### config.mk
export PLATFORM = sky130hd
export DESIGN_NAME = stream_checksum_top
export DESIGN_NICKNAME = d
export VERILOG_FILES = /design/src/source/stream_pkg.sv /design/src/source/stream_if.sv /design/src/source/axi_skid_buffer.sv /design/src/source/checksum_inserter.sv /design/src/source/stream_checksum_top.sv
export VERILOG_INCLUDE_DIRS = /design/src /design/src/include
export SDC_FILE = /design/constraint.sdc
export NUM_CORES = 1
export LEC_CHECK = 0
export ABC_AREA = 1
export BUFFER_PORTS_ARGS = -buffer_cell sky130_fd_sc_hd__buf_4
export CAP_MARGIN = 20
export CORE_MARGIN = 5
export CORE_UTILIZATION = 55
export CTS_CLUSTER_DIAMETER = 200
export DETAILED_ROUTE_END_ITERATION = 12
export GPL_ROUTABILITY_DRIVEN = 0
export PLACE_DENSITY = 0.79
export SYNTH_ARGS = -nofsm -noshare
export SYNTH_HDL_FRONTEND = slang
export SYNTH_SLANG_ARGS = --single-unit
### constraint.sdc
create_clock -name i_axi_aclk -period 5.9 [get_ports i_axi_aclk]
set_input_delay 0.295 -clock i_axi_aclk [delete_from_list [all_inputs] [get_ports i_axi_aclk]]
set_output_delay 0.295 -clock i_axi_aclk [all_outputs]
set_load 0.05 [all_outputs]
### src/include/stream_params.svh
`ifndef STREAM_PARAMS_SVH
`define STREAM_PARAMS_SVH

// Width of one stream word
`define STREAM_DATA_WIDTH 32

// Skid buffer depth select, 1 is four-deep and 0 is two-deep
`define STREAM_IN_SKID4   1
`define STREAM_OUT_SKID4  0

`endif

### src/source/stream_pkg.sv
`include "stream_params.svh"

package stream_pkg;

    // One word on the stream
    typedef logic [`STREAM_DATA_WIDTH-1:0] stream_word_t;

    // Packet sum, wraps modulo 2^32
    typedef logic [`STREAM_DATA_WIDTH-1:0] checksum_t;

    // Inserter FSM
    typedef enum logic {
        PASS,
        APPEND
    } inserter_state_e;

endpackage : stream_pkg

### src/source/stream_if.sv
`timescale 1ns/100ps

interface stream_if import stream_pkg::*; ();

    logic         valid;
    logic         ready;
    stream_word_t data;
    logic         last;

    modport source (
        output valid,
        output data,
        output last,
        input  ready
    );

    modport sink (
        input  valid,
        input  data,
        input  last,
        output ready
    );

endinterface : stream_if

### src/source/axi_skid_buffer.sv
`timescale 1ns/100ps
`include "stream_params.svh"

module axi_skid_buffer #(
    parameter int DATA_WIDTH = `STREAM_DATA_WIDTH + 1,
    parameter int SKID4      = 0
) (
    input  logic    i_axi_aclk,
    input  logic    i_axi_aresetn,
    stream_if.sink  i_wr,
    stream_if.source o_rd
);
    localparam int DW = DATA_WIDTH;

    // Occupancy at which write ready drops
    localparam logic [2:0] FULL_COUNT = (SKID4 != 0) ? 3'd4 : 3'd2;

    logic          r_wr_ready;
    logic          r_rd_valid;
    logic [2:0]    r_count;
    logic [DW-1:0] r_data;
    logic [DW-1:0] w_wr_word;
    logic          w_wr_xfer;
    logic          w_rd_xfer;
    logic          w_wr_ready_nxt;
    logic          w_rd_valid_nxt;

    // Last mark rides in the top bit
    assign w_wr_word = {i_wr.last, i_wr.data};

    assign w_wr_xfer = i_wr.valid & r_wr_ready;
    assign w_rd_xfer = r_rd_valid & o_rd.ready;

    assign w_wr_ready_nxt = (r_count < FULL_COUNT - 3'd1) ||
                            (r_count == FULL_COUNT - 3'd1 && (~w_wr_xfer || w_rd_xfer)) ||
                            (r_count == FULL_COUNT && w_rd_xfer);

    assign w_rd_valid_nxt = (r_count > 3'd1) ||
                            (r_count == 3'd1 && (~w_rd_xfer || w_wr_xfer)) ||
                            (r_count == 3'd0 && w_wr_xfer);

    always_ff @(posedge i_axi_aclk or negedge i_axi_aresetn) begin
        if (~i_axi_aresetn) begin
            r_wr_ready <= 1'b0;
            r_rd_valid <= 1'b0;
            r_count    <= 3'd0;
        end else begin
            r_wr_ready <= w_wr_ready_nxt;
            r_rd_valid <= w_rd_valid_nxt;
            if (w_wr_xfer && !w_rd_xfer) begin
                r_count <= r_count + 3'd1;
            end else if (!w_wr_xfer && w_rd_xfer) begin
                r_count <= r_count - 3'd1;
            end
        end
    end

    generate
        if (SKID4 != 0) begin : gen_skid4
            logic [DW-1:0] r_skid1;
            logic [DW-1:0] r_skid2;
            logic [DW-1:0] r_skid3;

            // r_data is the head, skid registers hold the words behind it
            always_ff @(posedge i_axi_aclk) begin
                case (r_count)
                    3'd0: begin
                        if (w_wr_xfer) begin
                            r_data <= w_wr_word;
                        end
                    end
                    3'd1: begin
                        if (w_rd_xfer) begin
                            r_data <= w_wr_word;
                        end
                        if (w_wr_xfer) begin
                            r_skid1 <= w_wr_word;
                        end
                    end
                    3'd2: begin
                        if (w_rd_xfer) begin
                            r_data <= r_skid1;
                        end
                        if (w_wr_xfer && w_rd_xfer) begin
                            r_skid1 <= w_wr_word;
                        end else if (w_wr_xfer) begin
                            r_skid2 <= w_wr_word;
                        end
                    end
                    3'd3: begin
                        if (w_rd_xfer) begin
                            r_data  <= r_skid1;
                            r_skid1 <= r_skid2;
                            r_skid2 <= w_wr_word;
                        end
                    end
                    3'd4: begin
                        if (w_rd_xfer) begin
                            r_data  <= r_skid1;
                            r_skid1 <= r_skid2;
                            r_skid2 <= r_skid3;
                        end
                    end
                    default: ;
                endcase

                // Fourth slot only matters when going from three to four
                if (w_wr_xfer) begin
                    r_skid3 <= w_wr_word;
                end
            end
        end else begin : gen_skid2
            logic [DW-1:0] r_skid1;

            always_ff @(posedge i_axi_aclk) begin
                case (r_count)
                    3'd0: begin
                        if (w_wr_xfer) begin
                            r_data <= w_wr_word;
                        end
                    end
                    3'd1: begin
                        // Pass-through when reading and writing together
                        if (w_rd_xfer) begin
                            r_data <= w_wr_word;
                        end
                    end
                    3'd2: begin
                        if (w_rd_xfer) begin
                            r_data <= r_skid1;
                        end
                    end
                    default: ;
                endcase

                if (w_wr_xfer) begin
                    r_skid1 <= w_wr_word;
                end
            end
        end
    endgenerate

    assign i_wr.ready = r_wr_ready;
    assign o_rd.valid = r_rd_valid;
    assign o_rd.data  = r_data[DW-2:0];
    assign o_rd.last  = r_data[DW-1];

endmodule : axi_skid_buffer

### src/source/checksum_inserter.sv
`timescale 1ns/100ps

module checksum_inserter import stream_pkg::*; (
    input  logic     i_axi_aclk,
    input  logic     i_axi_aresetn,
    stream_if.sink   i_pkt,
    stream_if.source o_pkt
);
    inserter_state_e r_state;
    checksum_t       r_sum;
    checksum_t       r_final;
    checksum_t       w_sum_nxt;
    logic            w_in_xfer;
    logic            w_out_xfer;

    assign w_in_xfer  = i_pkt.valid & i_pkt.ready;
    assign w_out_xfer = o_pkt.valid & o_pkt.ready;

    // Wraps modulo 2^32
    assign w_sum_nxt = r_sum + i_pkt.data;

    // Combinational path in PASS, checksum word in APPEND
    assign o_pkt.valid = (r_state == PASS) ? i_pkt.valid : 1'b1;
    assign o_pkt.data  = (r_state == PASS) ? i_pkt.data  : r_final;
    assign o_pkt.last  = (r_state == APPEND);
    assign i_pkt.ready = (r_state == PASS) ? o_pkt.ready : 1'b0;

    always_ff @(posedge i_axi_aclk or negedge i_axi_aresetn) begin
        if (~i_axi_aresetn) begin
            r_state <= PASS;
            r_sum   <= '0;
        end else begin
            case (r_state)
                PASS: begin
                    if (w_in_xfer) begin
                        if (i_pkt.last) begin
                            r_sum   <= '0;
                            r_state <= APPEND;
                        end else begin
                            r_sum <= w_sum_nxt;
                        end
                    end
                end
                APPEND: begin
                    if (w_out_xfer) begin
                        r_state <= PASS;
                    end
                end
                default: r_state <= PASS;
            endcase
        end
    end

    // Final sum includes the last word itself
    always_ff @(posedge i_axi_aclk) begin
        if (w_in_xfer && i_pkt.last) begin
            r_final <= w_sum_nxt;
        end
    end

endmodule : checksum_inserter

### src/source/stream_checksum_top.sv
`timescale 1ns/100ps
`include "stream_params.svh"

module stream_checksum_top import stream_pkg::*; (
    input  logic         i_axi_aclk,
    input  logic         i_axi_aresetn,

    // Upstream side
    input  logic         i_s_valid,
    output logic         o_s_ready,
    input  stream_word_t i_s_data,
    input  logic         i_s_last,

    // Downstream side
    output logic         o_m_valid,
    input  logic         i_m_ready,
    output stream_word_t o_m_data,
    output logic         o_m_last
);
    stream_if port_in  ();
    stream_if link_in  ();
    stream_if link_out ();
    stream_if port_out ();

    assign port_in.valid = i_s_valid;
    assign port_in.data  = i_s_data;
    assign port_in.last  = i_s_last;
    assign o_s_ready     = port_in.ready;

    assign o_m_valid      = port_out.valid;
    assign o_m_data       = port_out.data;
    assign o_m_last       = port_out.last;
    assign port_out.ready = i_m_ready;

    // Buffers carry the last mark as an extra data bit
    axi_skid_buffer #(
        .DATA_WIDTH (`STREAM_DATA_WIDTH + 1),
        .SKID4      (`STREAM_IN_SKID4)
    ) u_in_skid (
        .i_axi_aclk    (i_axi_aclk),
        .i_axi_aresetn (i_axi_aresetn),
        .i_wr          (port_in.sink),
        .o_rd          (link_in.source)
    );

    checksum_inserter u_inserter (
        .i_axi_aclk    (i_axi_aclk),
        .i_axi_aresetn (i_axi_aresetn),
        .i_pkt         (link_in.sink),
        .o_pkt         (link_out.source)
    );

    axi_skid_buffer #(
        .DATA_WIDTH (`STREAM_DATA_WIDTH + 1),
        .SKID4      (`STREAM_OUT_SKID4)
    ) u_out_skid (
        .i_axi_aclk    (i_axi_aclk),
        .i_axi_aresetn (i_axi_aresetn),
        .i_wr          (link_out.sink),
        .o_rd          (port_out.source)
    );

endmodule : stream_checksum_top

==> summary.txt <==
Run status
  • Status: finished, final reports clean

STA
  • Setup violators final: 0
  • RSZ-0062 raised after global routing: false
  • Hold Fails Final Rpt: 0
  • Slew @ Worst Pin: 963 ps
  • Period Utilization, post-route: 55.2%
  • Pins Over Slew Limit: 0
  • Setup TNS: 0 ps
  • Min Tclk post-route: 3260 ps
  • Slew headroom: 35.6%
  • Clock skew: 21.1 ps
  • WHS: 212 ps
  • Fmax: 307 MHz

Floorplanning
  • Initial Util: 56.0%
  • I/O pin cnt: 72
  • Core area: 23600 sq um
  • Die span in y: 165 microns
  • Row Count: 56
  • Horiz. Die Dim: 165 microns
  • Die area: 27300 sq um

Global route
  • GRT Overall Usage: 19.5%
  • Global-route wire length before repair: 42500 microns
  • Global route total overflow: 0
  • Largest net degree at the start of global routing: 69
  • Number of global-route vias before repair: 8819
  • Antenna violations before repair: 0

Clocking
  • Max clock buf depth: 3
  • Clk_lat worst skew: 540 ps
  • TritonCTS clock tree: yes
  • Worst-path clk slew: 60 ps
  • Clock Sinks: 273
  • CTS root buf: clkbuf_16
  • Htree depth: 1
  • Clock buffer count from CTS: 28
  • Total setup buffers inserted after CTS: 0

Detailed routing
  • Initial DRC Count: 691
  • DRC Markers: 0
  • Routed Antenna Nets: 0
  • Per-cell routed wire length: 14.1 microns
  • Routed Wire Length: 25900 microns
  • DR vias/cell: 5.10
  • First-pass DRT Iterations: 5
  • Total vias in the final route: 9391

Worst setup path
  • Worst Setup End Kind: register
  • Bufs and invs on worst path: 5
  • Critical path's slowest cell: dfrtp_1
  • Top cell family by delay on the critical path: buffers and inverters
  • Max incr delay on CP: 440 ps
  • CP Cell Sequence: inv_1 > ha_1 > nand2_1 > inv_1 > buf_4 > nor2_1 > nand2_1 > buf_4 > nor2_1 > a2111oi_4 > buf_4
  • CP Class: register to register
  • CP max FO: 68
  • Worst path required time: 6100 ps
  • WP data arrival: 3460 ps
  • CP startpoint kind: register
  • Critical path's most frequent cell: buf_4

Yosys
  • Count of cell types in the netlist: 38
  • #FFs+latches synth: 273
  • Yosys warning count: 0
  • Register area share after synthesis: 60.3%
  • Mapped Area: 13200 sq um
  • Top cell type's share of synthesized area: 52.2%
  • Syn_area_per_cell: 9.50 sq um
  • Syn_nets: 1478
  • Synth top area cells: edfxtp_1 (52%), nand2_1 (14%), dfrtp_1 (8.1%)
  • Cells after Synth: 1393
  • Area leader, netlist: edfxtp_1

Layout
  • N_diodes: 0
  • Fin nets: 1585
  • Share of layout cells above drive strength 1: 9.59%
  • Area grow syn2layout: 16.6%

Pwr
  • PD cells: 647 nW/um^2
  • Leak pwr: 6.91 nW
  • VDD IR max: 0.349 mV

Hold path
  • Classification of the worst-slack hold path: primary input to register

Run
  • MaxCap Viol Count: 0

Placed design
  • Port Buf Inserts: 71
  • Post-detail-place hpwl: 18900 microns
[cell usage in the layout, fill, tap and decap left out, drive strengths merged, types with 34 or more instances in the layout]
master / instances
dfrtp: 43
nand2: 497
nand3: 34
dlygate4sd3: 34
ha: 47
nor2: 87
buf: 83
o21ai: 113
inv: 182
edfxtp: 230
[routing by layer]
| metal | up-vias | global-route usage, % | routed length, microns |
|---|---|---|---|
| met2 | 284 | 31.4 | 11700 |
| li1 | 4772 | - | - |
| met1 | 4283 | 27.9 | 11800 |
| met3 | 52 | 2.61 | 1680 |
| met5 | - | 0 | 0 |
| met4 | 0 | 5.75 | 730 |
[area by class of cell]
| class | instances | area, sq um |
|---|---|---|
| inverters | 182 | 683 |
| flip-flops and latches | 273 | 7980 |
| well taps | 319 | 399 |
| clock inverters | 20 | 230 |
| clock buffers | 32 | 716 |
| repair buffers | 117 | 983 |
| fillers | 1832 | 8180 |
| multi-input cells | 898 | 4440 |
[power breakdown]
group	internal, mW	leakage (nW)	switching [mW]	total (mW)
Sequential	3.49	2.71	0.390	3.89
Clock	1.05	0.463	0.708	1.76
Combinational	1.32	3.74	3.02	4.34
[timing repair]
| action | 4_1_cts | 5_1_grt |
|---|---|---|
| gates resized for setup | 0 | 0 |
| endpoints found under the hold margin | 76 | 0 |
| hold buffers | 34 | 0 |
[Yosys cell counts (all sizes together)]
| library cell | instances |
|---|---|
| nand2 | 497 |
| edfxtp | 230 |
| inv | 181 |
| o21ai | 113 |
| nor2 | 87 |
| ha | 47 |
| dfrtp | 43 |
| nand3 | 34 |
| a31oi | 31 |
| a21oi | 25 |
| buf | 20 |
| clkbuf | 20 |
| and2 | 17 |
| xor2 | 15 |
| xnor2 | 6 |
| nand3b | 5 |
| a22o | 4 |
| nor3 | 4 |
| o221ai | 2 |
| o22ai | 2 |
| a2111oi | 1 |
| a211oi | 1 |
| a21o | 1 |
| a311oi | 1 |
| clkinv | 1 |
| fa | 1 |
| o211ai | 1 |
| o21bai | 1 |
| o31ai | 1 |
| or2 | 1 |
[cells by family (layout without fill, tap and decap cells)]
group           after synthesis  in the layout  share of synthesized area [%]
simple gates                645            645                           19.5
flops                       273            273                           60.3
buf+inv                     222            351                           6.60
compound gates              184            184                           7.64
fa+ha+maj                    48             48                           4.59
xor+xnor                     21             21                           1.39
[metrics by stage]
step	util, %	instances	instance area, sq um	setup WS [ps]	power, mW
6_report	65.4	1841	15400	2650	9.98
5_1_grt	65.4	1841	15400	2270	10.7
4_1_cts	65.2	1839	15400	2350	9.98
3_5_place_dp	59.8	1753	14100	2390	8.16
3_3_place_gp	59.8	1753	14100	2510	8.00
2_1_floorplan	-	1393	13200	1010	7.04
[registers in the layout, indices dropped and copies added, names as in the netlist, 3 cells and up]
signal,count
u_in_skid.gen_skid4.r_skid1,33
u_inserter.r_sum,32
u_in_skid.gen_skid4.r_skid3,33
u_out_skid.r_data,33
u_in_skid.r_data,33
u_in_skid.r_count,3
u_in_skid.gen_skid4.r_skid2,33
u_inserter.r_final,32
u_out_skid.r_count,3
u_out_skid.gen_skid2.r_skid1,33
[tightest hold or removal path, cell delays in order]
cell and delay, ps:
buf_4 70, nand2_1 120, o221ai_1 200
[path summary, 6_finish.rpt]
path | startpoint | to | slack [ps] | depth (start not counted)
max | u_in_skid.r_count[1] | u_in_skid.gen_skid4.r_skid1[20] | 2650 | 11
min | i_m_ready | u_out_skid.i_wr.ready | 210 | 3
max reg2reg | u_in_skid.r_count[1] | u_in_skid.gen_skid4.r_skid1[20] | 2650 | 11
min reg2reg | u_inserter.r_sum[9] | u_inserter.r_sum[9] | 480 | 2
max in group asynchronous | i_axi_aresetn | u_inserter.r_sum[0] | 5160 | 2
min in group asynchronous | i_axi_aresetn | u_out_skid.r_count[2] | 320 | 2
Power figures use the tool's default switching activity.
